`src/include/vcap_defs.svh`:
```
`ifndef VCAP_DEFS_SVH
`define VCAP_DEFS_SVH

// Data path widths
`define VCAP_PIXEL_W 24
`define VCAP_WORD_W 32
`define VCAP_ADDR_W 32
`define VCAP_ID_W 4

// Words per full AXI burst
`define VCAP_BURST_LEN 16

// Buffering between capture and the AXI master
`define VCAP_DATA_DEPTH 64
`define VCAP_CMD_DEPTH 4

// Byte address of the first stored pixel
`define VCAP_FRAME_BASE 32'h0000_1000

`endif

```
`src/vcap_pkg.sv`:
```
`default_nettype none

`include "vcap_defs.svh"

package vcap_pkg;

    typedef logic [`VCAP_PIXEL_W-1:0] pixel_t;
    typedef logic [`VCAP_WORD_W-1:0] word_t;
    typedef logic [`VCAP_ADDR_W-1:0] addr_t;

    // Same encoding as AXI awlen
    typedef logic [7:0] burst_len_t;

    // Length above address, as one 40 bit control word
    typedef struct packed {
        burst_len_t len;
        addr_t      addr;
    } burst_cmd_t;

endpackage

`default_nettype wire

```
`src/vcap_stream_if.sv`:
```
`timescale 1ns/1ps
`default_nettype none

interface vcap_stream_if;
    import vcap_pkg::*;

    pixel_t tdata;
    logic   tvalid;
    logic   tready;
    // Start of frame
    logic   tuser;
    // End of line
    logic   tlast;

    modport source (
        output tdata,
        output tvalid,
        output tuser,
        output tlast,
        input  tready
    );

    modport sink (
        input  tdata,
        input  tvalid,
        input  tuser,
        input  tlast,
        output tready
    );

endinterface

`default_nettype wire

```
`src/axi_burst_writer.sv`:
```
`timescale 1ns/1ps
`default_nettype none

`include "vcap_defs.svh"

module axi_burst_writer (
    input  wire                       clk,
    input  wire                       rst_n_i,
    input  wire vcap_pkg::burst_cmd_t cmd_i,
    input  wire                       cmd_empty_i,
    output logic                      cmd_pop_o,
    input  wire vcap_pkg::word_t      data_i,
    input  wire                       data_empty_i,
    output logic                      data_pop_o,
    output logic                      burst_done_o,
    output logic [`VCAP_ID_W-1:0]     awid_o,
    output vcap_pkg::addr_t           awaddr_o,
    output vcap_pkg::burst_len_t      awlen_o,
    output logic [2:0]                awsize_o,
    output logic [1:0]                awburst_o,
    output logic                      awvalid_o,
    input  wire                       awready_i,
    output vcap_pkg::word_t           wdata_o,
    output logic [`VCAP_WORD_W/8-1:0] wstrb_o,
    output logic                      wlast_o,
    output logic                      wvalid_o,
    input  wire                       wready_i,
    input  wire [1:0]                 bresp_i,
    input  wire                       bvalid_i,
    output logic                      bready_o
);
    import vcap_pkg::*;

    typedef enum logic [1:0] {
        S_IDLE,
        S_ADDR,
        S_DATA,
        S_RESP
    } state_t;

    state_t     state;
    addr_t      addr_q;
    burst_len_t len_q;
    burst_len_t beat_cnt;

    assign cmd_pop_o = (state == S_IDLE) && !cmd_empty_i;

    // Single ID, full-width incrementing bursts
    assign awid_o    = '0;
    assign awaddr_o  = addr_q;
    assign awlen_o   = len_q;
    assign awsize_o  = 3'($clog2(`VCAP_WORD_W / 8));
    assign awburst_o = 2'b01;
    assign awvalid_o = (state == S_ADDR);

    // Only this block pops, so a non-empty head stays put until accepted
    assign wdata_o    = data_i;
    assign wstrb_o    = '1;
    assign wvalid_o   = (state == S_DATA) && !data_empty_i;
    assign wlast_o    = wvalid_o && (beat_cnt == len_q);
    assign data_pop_o = wvalid_o && wready_i;

    assign bready_o     = (state == S_RESP);
    assign burst_done_o = bready_o && bvalid_i;

    always_ff @(posedge clk or negedge rst_n_i) begin
        if (!rst_n_i) begin
            state    <= S_IDLE;
            beat_cnt <= '0;
        end else begin
            case (state)
                S_IDLE: begin
                    beat_cnt <= '0;
                    if (cmd_pop_o) begin
                        state <= S_ADDR;
                    end
                end
                S_ADDR: begin
                    if (awready_i) begin
                        state <= S_DATA;
                    end
                end
                S_DATA: begin
                    if (data_pop_o) begin
                        if (wlast_o) begin
                            state <= S_RESP;
                        end else begin
                            beat_cnt <= beat_cnt + 1'b1;
                        end
                    end
                end
                S_RESP: begin
                    if (bvalid_i) begin
                        state <= S_IDLE;
                    end
                end
                default: state <= S_IDLE;
            endcase
        end
    end

    always_ff @(posedge clk) begin
        if (cmd_pop_o) begin
            addr_q <= cmd_i.addr;
            len_q  <= cmd_i.len;
        end
    end

endmodule

`default_nettype wire

```
`src/frame_capture.sv`:
```
`timescale 1ns/1ps
`default_nettype none

`include "vcap_defs.svh"

module frame_capture (
    input  wire                  clk,
    input  wire                  rst_n_i,
    input  wire                  capture_i,
    vcap_stream_if.sink          strm,
    output logic                 data_push_o,
    output vcap_pkg::word_t      data_o,
    input  wire                  data_full_i,
    output logic                 cmd_push_o,
    output vcap_pkg::burst_cmd_t cmd_o,
    input  wire                  cmd_full_i,
    input  wire                  burst_done_i,
    output logic                 busy_o,
    output logic                 capture_done_o,
    output logic                 overflow_o
);
    import vcap_pkg::*;

    localparam burst_len_t LAST_WORD = burst_len_t'(`VCAP_BURST_LEN - 1);
    localparam addr_t BURST_BYTES = addr_t'(`VCAP_BURST_LEN * (`VCAP_WORD_W / 8));
    localparam int OUTST_W = $clog2(`VCAP_CMD_DEPTH + 2);

    typedef enum logic [1:0] {
        S_IDLE,
        S_ARMED,
        S_CAPTURING,
        S_DRAINING
    } state_t;

    state_t             state;
    burst_len_t         word_cnt;
    addr_t              burst_addr;
    logic [OUTST_W-1:0] outstanding;
    logic               take;
    logic               room;
    logic               full_burst;
    logic               tail_push;

    // Video cannot stall
    assign strm.tready = 1'b1;

    // Frame runs from one tuser pixel up to the next
    assign take = strm.tvalid &&
                  ((state == S_ARMED && strm.tuser) ||
                   (state == S_CAPTURING && !strm.tuser));

    // The word that closes a burst also needs a command slot
    assign room       = !data_full_i && !(word_cnt == LAST_WORD && cmd_full_i);
    assign full_burst = data_push_o && (word_cnt == LAST_WORD);
    assign tail_push  = (state == S_DRAINING) && (word_cnt != '0) && !cmd_full_i;

    assign data_push_o = take && room;
    assign data_o      = word_t'(strm.tdata);
    assign cmd_push_o  = full_burst || tail_push;
    assign busy_o      = (state != S_IDLE);

    always_comb begin
        cmd_o.addr = burst_addr;
        cmd_o.len  = tail_push ? word_cnt - 1'b1 : LAST_WORD;
    end

    always_ff @(posedge clk or negedge rst_n_i) begin
        if (!rst_n_i) begin
            state          <= S_IDLE;
            word_cnt       <= '0;
            burst_addr     <= '0;
            outstanding    <= '0;
            capture_done_o <= 1'b0;
            overflow_o     <= 1'b0;
        end else begin
            capture_done_o <= 1'b0;

            if (take && !room) begin
                overflow_o <= 1'b1;
            end

            if (full_burst || tail_push) begin
                word_cnt <= '0;
            end else if (data_push_o) begin
                word_cnt <= word_cnt + 1'b1;
            end

            if (full_burst) begin
                burst_addr <= burst_addr + BURST_BYTES;
            end

            // Bursts handed to the writer and not yet answered
            if (cmd_push_o && !burst_done_i) begin
                outstanding <= outstanding + 1'b1;
            end else if (!cmd_push_o && burst_done_i) begin
                outstanding <= outstanding - 1'b1;
            end

            case (state)
                S_IDLE: begin
                    if (capture_i) begin
                        state      <= S_ARMED;
                        burst_addr <= `VCAP_FRAME_BASE;
                    end
                end
                S_ARMED: begin
                    if (strm.tvalid && strm.tuser) begin
                        state <= S_CAPTURING;
                    end
                end
                S_CAPTURING: begin
                    if (strm.tvalid && strm.tuser) begin
                        state <= S_DRAINING;
                    end
                end
                S_DRAINING: begin
                    if (word_cnt == '0 && outstanding == '0) begin
                        state          <= S_IDLE;
                        capture_done_o <= 1'b1;
                    end
                end
                default: state <= S_IDLE;
            endcase
        end
    end

endmodule

`default_nettype wire

```
`src/vcap_fifo.sv`:
```
`timescale 1ns/1ps
`default_nettype none

module vcap_fifo #(
    parameter type T = logic [31:0],
    parameter int DEPTH = 16
) (
    input  wire   clk,
    input  wire   rst_n_i,
    input  wire   push_i,
    input  wire T din_i,
    output logic  full_o,
    input  wire   pop_i,
    output T      dout_o,
    output logic  empty_o
);
    localparam int PTR_W = (DEPTH > 1) ? $clog2(DEPTH) : 1;
    localparam int CNT_W = $clog2(DEPTH + 1);

    T                 mem [DEPTH];
    logic [PTR_W-1:0] wr_ptr;
    logic [PTR_W-1:0] rd_ptr;
    logic [CNT_W-1:0] count;
    logic             do_push;
    logic             do_pop;

    function automatic logic [PTR_W-1:0] next_ptr(input logic [PTR_W-1:0] ptr);
        return (ptr == PTR_W'(DEPTH - 1)) ? '0 : ptr + 1'b1;
    endfunction

    assign do_push = push_i && !full_o;
    assign do_pop  = pop_i && !empty_o;
    assign full_o  = (count == CNT_W'(DEPTH));
    assign empty_o = (count == '0);
    assign dout_o  = mem[rd_ptr];

    always_ff @(posedge clk or negedge rst_n_i) begin
        if (!rst_n_i) begin
            wr_ptr <= '0;
            rd_ptr <= '0;
            count  <= '0;
        end else begin
            if (do_push) begin
                wr_ptr <= next_ptr(wr_ptr);
            end
            if (do_pop) begin
                rd_ptr <= next_ptr(rd_ptr);
            end
            if (do_push && !do_pop) begin
                count <= count + 1'b1;
            end else if (do_pop && !do_push) begin
                count <= count - 1'b1;
            end
        end
    end

    always_ff @(posedge clk) begin
        if (do_push) begin
            mem[wr_ptr] <= din_i;
        end
    end

endmodule

`default_nettype wire

```
`src/vcap_top.sv`:
```
`timescale 1ns/1ps
`default_nettype none

`include "vcap_defs.svh"

module vcap_top (
    input  wire                       clk,
    input  wire                       rst_n_i,
    input  wire                       de_i,
    input  wire                       hsync_i,
    input  wire                       vsync_i,
    input  wire vcap_pkg::pixel_t     pixel_i,
    input  wire                       capture_i,
    output logic                      busy_o,
    output logic                      capture_done_o,
    output logic                      overflow_o,
    output logic [`VCAP_ID_W-1:0]     awid_o,
    output vcap_pkg::addr_t           awaddr_o,
    output vcap_pkg::burst_len_t      awlen_o,
    output logic [2:0]                awsize_o,
    output logic [1:0]                awburst_o,
    output logic                      awvalid_o,
    input  wire                       awready_i,
    output vcap_pkg::word_t           wdata_o,
    output logic [`VCAP_WORD_W/8-1:0] wstrb_o,
    output logic                      wlast_o,
    output logic                      wvalid_o,
    input  wire                       wready_i,
    input  wire [1:0]                 bresp_i,
    input  wire                       bvalid_i,
    output logic                      bready_o
);
    import vcap_pkg::*;

    vcap_stream_if strm ();

    word_t      data_in;
    logic       data_push;
    logic       data_full;
    logic       data_pop;
    word_t      data_head;
    logic       data_empty;
    burst_cmd_t cmd_in;
    logic       cmd_push;
    logic       cmd_full;
    logic       cmd_pop;
    burst_cmd_t cmd_head;
    logic       cmd_empty;
    logic       burst_done;

    video_stream_gen u_video_stream_gen (
        .clk     (clk),
        .rst_n_i (rst_n_i),
        .de_i    (de_i),
        .hsync_i (hsync_i),
        .vsync_i (vsync_i),
        .pixel_i (pixel_i),
        .strm    (strm.source)
    );

    frame_capture u_frame_capture (
        .clk            (clk),
        .rst_n_i        (rst_n_i),
        .capture_i      (capture_i),
        .strm           (strm.sink),
        .data_push_o    (data_push),
        .data_o         (data_in),
        .data_full_i    (data_full),
        .cmd_push_o     (cmd_push),
        .cmd_o          (cmd_in),
        .cmd_full_i     (cmd_full),
        .burst_done_i   (burst_done),
        .busy_o         (busy_o),
        .capture_done_o (capture_done_o),
        .overflow_o     (overflow_o)
    );

    vcap_fifo #(.T(word_t), .DEPTH(`VCAP_DATA_DEPTH)) u_data_fifo (
        .clk     (clk),
        .rst_n_i (rst_n_i),
        .push_i  (data_push),
        .din_i   (data_in),
        .full_o  (data_full),
        .pop_i   (data_pop),
        .dout_o  (data_head),
        .empty_o (data_empty)
    );

    vcap_fifo #(.T(burst_cmd_t), .DEPTH(`VCAP_CMD_DEPTH)) u_cmd_fifo (
        .clk     (clk),
        .rst_n_i (rst_n_i),
        .push_i  (cmd_push),
        .din_i   (cmd_in),
        .full_o  (cmd_full),
        .pop_i   (cmd_pop),
        .dout_o  (cmd_head),
        .empty_o (cmd_empty)
    );

    axi_burst_writer u_axi_burst_writer (
        .clk          (clk),
        .rst_n_i      (rst_n_i),
        .cmd_i        (cmd_head),
        .cmd_empty_i  (cmd_empty),
        .cmd_pop_o    (cmd_pop),
        .data_i       (data_head),
        .data_empty_i (data_empty),
        .data_pop_o   (data_pop),
        .burst_done_o (burst_done),
        .awid_o       (awid_o),
        .awaddr_o     (awaddr_o),
        .awlen_o      (awlen_o),
        .awsize_o     (awsize_o),
        .awburst_o    (awburst_o),
        .awvalid_o    (awvalid_o),
        .awready_i    (awready_i),
        .wdata_o      (wdata_o),
        .wstrb_o      (wstrb_o),
        .wlast_o      (wlast_o),
        .wvalid_o     (wvalid_o),
        .wready_i     (wready_i),
        .bresp_i      (bresp_i),
        .bvalid_i     (bvalid_i),
        .bready_o     (bready_o)
    );

endmodule

`default_nettype wire

```
`src/video_stream_gen.sv`:
```
`timescale 1ns/1ps
`default_nettype none

module video_stream_gen (
    input  wire                   clk,
    input  wire                   rst_n_i,
    input  wire                   de_i,
    input  wire                   hsync_i,
    input  wire                   vsync_i,
    input  wire vcap_pkg::pixel_t pixel_i,
    vcap_stream_if.source         strm
);
    import vcap_pkg::*;

    pixel_t pix_q;
    logic   valid_q;
    logic   sof_q;
    logic   sof_armed;

    always_ff @(posedge clk or negedge rst_n_i) begin
        if (!rst_n_i) begin
            valid_q   <= 1'b0;
            sof_q     <= 1'b0;
            sof_armed <= 1'b0;
        end else begin
            valid_q <= de_i;
            if (de_i) begin
                sof_q <= sof_armed;
            end
            // Vsync arms the flag, first active pixel takes it
            if (vsync_i) begin
                sof_armed <= 1'b1;
            end else if (de_i) begin
                sof_armed <= 1'b0;
            end
        end
    end

    always_ff @(posedge clk) begin
        if (de_i) begin
            pix_q <= pixel_i;
        end
    end

    assign strm.tvalid = valid_q;
    assign strm.tdata  = pix_q;
    assign strm.tuser  = valid_q && sof_q;

    // Held pixel ends the line when de drops, or early on a stray hsync
    assign strm.tlast  = valid_q && (!de_i || hsync_i);

endmodule

`default_nettype wire

```
`config.mk`:
```
export PLATFORM = sky130hd
export DESIGN_NAME = vcap_top
export DESIGN_NICKNAME = d
export VERILOG_FILES = /design/src/vcap_pkg.sv /design/src/vcap_stream_if.sv /design/src/axi_burst_writer.sv /design/src/frame_capture.sv /design/src/vcap_fifo.sv /design/src/vcap_top.sv /design/src/video_stream_gen.sv
export VERILOG_INCLUDE_DIRS = /design/src /design/src/include
export SDC_FILE = /design/constraint.sdc
export NUM_CORES = 2
export LEC_CHECK = 0
export CAP_MARGIN = 40
export CORE_ASPECT_RATIO = 1.1
export CORE_MARGIN = 2
export CORE_UTILIZATION = 49
export DETAILED_ROUTE_END_ITERATION = 16
export DONT_BUFFER_PORTS = 1
export HOLD_SLACK_MARGIN = 0.02
export PLACE_DENSITY = 0.71
export SLEW_MARGIN = 5
export SYNTH_ARGS = -nofsm -noshare
export SYNTH_HDL_FRONTEND = slang
export SYNTH_SLANG_ARGS = --single-unit
```
`constraint.sdc`:
```
create_clock -name clk -period 3.5 [get_ports clk]
set_clock_uncertainty 0.05 [all_clocks]
set_input_delay 0.7 -clock clk [delete_from_list [all_inputs] [get_ports clk]]
set_output_delay 0.7 -clock clk [all_outputs]
set_load 0.005 [all_outputs]
```
Word-level counts from Yosys, hierarchy flattened
Memories as Yosys holds them, arrays and structs flattened. A register that Yosys moved wholly into a read port is not among the register bits.
Cells that the tools add are included.
{ "word_totals": {"memories": 2, "inputBits": 35, "register_bits": 110, "mem_bits_rw": 1696, "elab_cells": 156} }
{ "mem_list": {"columns": ["memory", "words", "word_bits", "rd", "rd_ports_with_merged_regs", "wr", "line", "rtl"], "rows": [
  ["u_data_fifo.mem", 64, 24, 1, 0, 1, "vcap_fifo.sv:20", "T mem [DEPTH];"],
  ["u_cmd_fifo.mem", 4, 40, 1, 1, 1, "vcap_fifo.sv:20", null]
]} }
{ "classes": {"n_eq_ne": 24, "reduce_logical": 60, "mux": 38, "addsub": 14} }
{ "ops": {"columns": ["operator", "count"], "rows": [
  ["$mux 32", 3],
  ["$mux 8", 5],
  ["$add 32x7->32 const B", 1],
  ["$logic_and 1x1->1", 28],
  ["$mux 2", 11],
  ["$ne 2x2->1 const B", 9],
  ["$add 8x1->8 const B", 2],
  ["$pmux 2 s4", 2],
  ["$pmux 8 s2", 1],
  ["$mux 7", 2],
  ["$reduce_bool 2->1", 7],
  ["$logic_not 1->1", 13],
  ["$add 6x1->6 const B", 2],
  ["$eq 2x2->1 const B", 6],
  ["$eq 6x6->1 const B", 2],
  ["$mux 3", 4],
  ["$mux 6", 2],
  ["$eq 8x4->1 const B", 1],
  ["$eq 8x8->1", 1],
  ["$logic_not 8->1", 1],
  ["$mux 1", 8],
  ["$reduce_bool 8->1", 1],
  ["$sub 8x1->8 const B", 1],
  ["$add 7x1->7 const B", 1],
  ["15 further kinds", 22]
]} }

Depth between registers and ports, before layout
{ "depth": {"depth_word": 13, "mapped_depth": 16, "ltp_nobuf": 14} }

By module
A second synthesis with hierarchy kept.
{ "hier_totals": {"cells_unflattened": 4265, "area_unflattened_um2": 91551.6} }
{ "modules_own_cells": {"columns": ["module", "seq_area_each_um2", "area_each_um2", "n_inst", "cells_each"], "rows": [
  ["vcap_fifo at u_data_fifo", 61974.4, 79317.3, 1, 3489],
  ["vcap_fifo at u_cmd_fifo", 4979.8, 6211.0, 1, 247],
  ["frame_capture", 1026.0, 2866.5, 1, 328],
  ["axi_burst_writer", 1451.4, 2321.0, 1, 169],
  ["video_stream_gen", 795.8, 835.8, 1, 32]
]} }

Worst setup path before layout
Ideal clock, no wire load.
{ "synth_path": {"path_type": "reg-to-reg", "from": "register u_frame_capture.state[0]", "to": "memory u_data_fifo.mem[60][0] in the netlist's numbering (enable)", "t_arrival_ns": 3.070, "path_slack_ns": -0.024, "required_ns": 3.045, "path_stages_with_launch": 10, "setup_time_ns": 0.405, "cell_sequence": "dfrtp_1 inv_1 ha_1 mux2_2 o311a_1 buf_2 nand2_4 or4b_2 clkbuf_1 nor2_1"} }
{ "synth_between": {"elab_chain_len": 8, "word_cells_on_any_way": 10} }
{ "synth_lines": {"columns": ["item", "line", "rtl"], "rows": [
  ["start, declared", "frame_capture.sv:35", "state_t state;"],
  ["start signal, assigned", "frame_capture.sv:69", "state <= S_IDLE;"],
  ["start signal, assigned", "frame_capture.sv:102", "state <= S_ARMED;"],
  ["start signal, assigned", "frame_capture.sv:108", "state <= S_CAPTURING;"],
  ["$eq 2x1->1 / $eq 2x2->1 (equally long branches)", "frame_capture.sv:49, frame_capture.sv:50", null],
  ["$logic_and 1x1->1 (on tied branches)", "frame_capture.sv:49, frame_capture.sv:50", null],
  ["$logic_or 1x1->1 *", "frame_capture.sv:49", "((state == S_ARMED && strm.tuser) ||"],
  ["$logic_and 1x1->1 *", "frame_capture.sv:48", "assign take = strm.tvalid &&"],
  ["$logic_and 1x1->1 *", "frame_capture.sv:57", "assign data_push_o = take && room;"],
  ["$logic_and 1x1->1 *", "vcap_fifo.sv:31", "assign do_push = push_i && !full_o;"],
  ["$mux 1 *", "vcap_fifo.sv:58", "if (do_push) begin"],
  ["$mux 1 (not written as such) *", "vcap_fifo.sv:59", "mem[wr_ptr] <= din_i;"],
  ["end, declared", "vcap_fifo.sv:20", null]
]} }
Mark *: on every way between the ends. The rest lies on a longest branch, timed or not.

Final worst setup path
{ "layout_path": {"from": "register u_data_fifo.rd_ptr[0]", "to": "output port wdata_o[21]"} }
{ "layout_between": {"elab_chain_len": 1} }
{ "layout_lines": {"columns": ["item", "line", "rtl"], "rows": [
  ["start, declared", "vcap_fifo.sv:22", "logic [PTR_W-1:0] rd_ptr;"],
  ["start signal, assigned", "vcap_fifo.sv:47", "rd_ptr <= next_ptr(rd_ptr);"],
  ["$mem_v2 64x24", null, null],
  ["end, declared", "vcap_top.sv:24", "output vcap_pkg::word_t wdata_o,"]
]} }
No other way between the ends.

==> flow_metrics.tcl <==
set metrics [dict create \
    status "finished with violations" \
    violations "negative setup slack" \
    required_ps 2750 \
    crit_buf_inv 5 \
    cp_top_family "buffers and inverters" \
    p_per_area_nw_per_um2 519 \
    synthTopCellsByCount "edfxtp_1 (1730), mux4_2 (326), mux2i_1 (185)" \
    finalCritPeriodShare_pct 112 \
    maxSlewViolCount 0 \
    portBuffers 0 \
    grt_overflow 0 \
    die_y_um 401 \
    timing.final.ws_setup_ps -423 \
    place_ws_ps 117 \
    rsz0062_at_grt "true" \
    synthTopCellsByArea "edfxtp_1 (74%), mux4_2 (10%), dfrtp_1 (2.8%)" \
    ys.warnings.count 0 \
    clockRootBuffer "clkbuf_16" \
    place_congestion 0.807 \
    power.total_w 0.0433 \
    synth_top_cell_area_share_pct 73.9 \
    grt_start_max_net_pins 81 \
    fin_util_pct 58.6 \
    die_area_sq_um 147000 \
    routed_wl_um 166000 \
    cts_made_buffers 177 \
    maxSlewHeadroom_pct 47.1 \
    hold_ws_ps 109 \
    die_x_um 365 \
    clock_latency_ps 810 \
    grt_usage_pct 22.2 \
    cts_max_level 4 \
    p_sw_w 0.00859 \
    antenna_found_initial 1 \
    grt_pass1_vias 36100 \
    io_pins 127 \
    cts_tree "yes" \
    n_antenna_cell 0 \
    dp_cells 5463 \
    worstPathCellList "buf_12 -> clkbuf_16 -> buf_6 -> mux4_2 -> a22oi_2 -> a31oi_1 -> a211o_1 -> buf_12 -> buf_12" \
    final_cells 5915 \
    cp_slowest_stage_delay_ps 500 \
    synth_ff_type "edfxtp_1" \
    ys_types 75 \
    p_int_w 0.0347 \
    worst_slew_pin_slew_ps 794 \
    setup_violations 24 \
    grt_pass1_wl_um 238000 \
    core_area_sq_um 142000 \
    synth_edf_count 1730 \
    pwr-share-comb_pct 1.6 \
    fmax_mhz 255 \
    synthArstFlopShare_pct 4.42 \
    swShare_pct 19.8 \
    clock_sinks 1810 \
    viasPerCell 6.09 \
    cpMostUsedCell "buf_12" \
    p_leak_nw 26.1 \
    final-hold-violation-count 0 \
    cp-start-kind "flip-flop" \
    hold_path.class "in2reg" \
    nNetsFinal 3929 \
    clk_path_buf_depth 3 \
    ant_nets 0 \
    power_frac_seq_pct 55.3 \
    routedWlPerCell_um 28.0 \
    drc 0 \
    rows 145 \
    route.vias.total 36000 \
    syn_to_final_growth_pct 18.5 \
    yosysTopAreaCell "edfxtp_1" \
    drt_iter0_drc 4553 \
    avgSynthCellArea_sq_um 20.3 \
    worst_ep_arrival_time_ps 3170 \
    synthCells 3470 \
    cpMaxStageDelayCell "mux4_2" \
    clk_pin_slew_worst_paths_ps 60 \
    drive_above_1_share_pct 30.3 \
    floorplan.initialDensity_pct 49.4 \
    critPathKind "reg2out" \
    p_clk_share_pct 43.1 \
    endpoint_kind "output port" \
    maxCapViolCount 0 \
    dp_hpwl_um 95100 \
    firstDrtPassIters 7 \
    yosysMostFrequentCell "edfxtp_1" \
    critPathMaxFanout 7 \
    ir_drop_mv 0.521 \
    netlist_area_sq_um 70300 \
    post-route-min-period_ps 3920 \
    synth-seq-cells 1810 \
    yosysSeqAreaShare_pct 76.7 \
]
-- timing repair --
item,in CTS,in global routing
hold endpoints to repair,133,0
setup buffers,19,58
hold buffers,30,0
cloned,16,10
endpoints found under the setup margin,24,26
resized for setup,139,134
pin swaps,29,51
-- flip-flops by register name, summed over array words and instances, names as in the netlist, 3 cells and up --
| signal | count |
|---|---|
| u_data_fifo.mem | 1536 |
| u_cmd_fifo.mem | 136 |
| u_axi_burst_writer.awaddr_o | 26 |
| u_frame_capture.burst_addr | 26 |
| u_video_stream_gen.strm.tdata | 24 |
| u_axi_burst_writer.awlen_o | 8 |
| u_axi_burst_writer.beat_cnt | 8 |
| u_frame_capture.word_cnt | 8 |
| u_data_fifo.count | 7 |
| u_data_fifo.rd_ptr | 6 |
| u_data_fifo.wr_ptr | 6 |
| u_cmd_fifo.count | 3 |
| u_frame_capture.outstanding | 3 |
-- cell usage in the layout, fill, tap and decap left out, drive strengths merged, types with 47 or more instances in the layout --
cell,count
buf,362
clkbuf,247
a21oi,107
nand2,77
mux4,326
dfrtp,80
o21ai,47
nand3,48
clkinv,60
edfxtp,1730
inv,52
a22oi,105
mux2i,185
nor2,105
-- metal layers --
metal	vias to the layer above	track usage, %	part of all wire (%)
met5	-	0	0.0079
met4	2	5.49	1.9
met3	220	5.34	9.3
met2	1730	36.1	50
met1	18900	30.4	39
li1	15100	-	-
-- area by class of cell --
type	count	area [sq um]
clock buffer	237	4770
clock inverter	84	931
timing repair buffer	405	4790
inverter	47	176
tap	1911	2390
sequential	1810	54000
fill	10000	58900
multi-input combinational	1421	16300
-- cell families after synthesis --
logic type               after synthesis  share of synthesized area (%)
flip-flops                          1810                           76.7
multiplexers                         521                           13.2
AO/OA/AOI/OAI                        452                           4.64
AND/OR/NAND/NOR                      343                           2.45
buffers and inverters                264                           1.76
XOR/XNOR                              46                          0.573
adder cells (fa/ha/maj)               32                          0.601
other                                  2                         0.0107
-- metrics by stage --
step           setup TNS (ps)  area (sq um)
6_report                -8460         83300
2_1_floorplan           -8000         70400
3_3_place_gp                0         74600
4_1_cts                 -9610         82000
5_1_grt                -10190         83300
3_5_place_dp                0         74700
-- power groups by stage --
stage	registers [W]	logic, W	clock network (W)
final	0.0239	0.000694	0.0187
after floorplan	0.0246	0.000158	0
after detailed placement	0.0244	0.000626	0
after CTS	0.0239	0.000689	0.0189
after global placement	0.0244	0.000555	0
after global routing	0.0239	0.000766	0.0197
-- path summary, 6_finish.rpt --
path                                                       startpoint                                    endpoint  slack, ps  depth (start not counted)
hold reg to reg            u_frame_capture.outstanding[2]$_DFFE_PN0P_  u_frame_capture.outstanding[2]$_DFFE_PN0P_        430                          1
max in group asynchronous                                     rst_n_i           u_data_fifo.rd_ptr[3]$_DFFE_PN0P_       2560                          2
setup reg to reg                     u_data_fifo.count[5]$_DFFE_PN0P_            u_data_fifo.count[5]$_DFFE_PN0P_        150                         12
setup / recovery                    u_data_fifo.rd_ptr[0]$_DFFE_PN0P_                                 wdata_o[21]       -420                          9
min in group asynchronous                                     rst_n_i            u_data_fifo.count[2]$_DFFE_PN0P_        390                          2
hold / removal                                              capture_i    u_frame_capture.burst_addr[12]$_DFF_PN0_        110                          2
No activity file was read; power rests on OpenSTA's default activity.
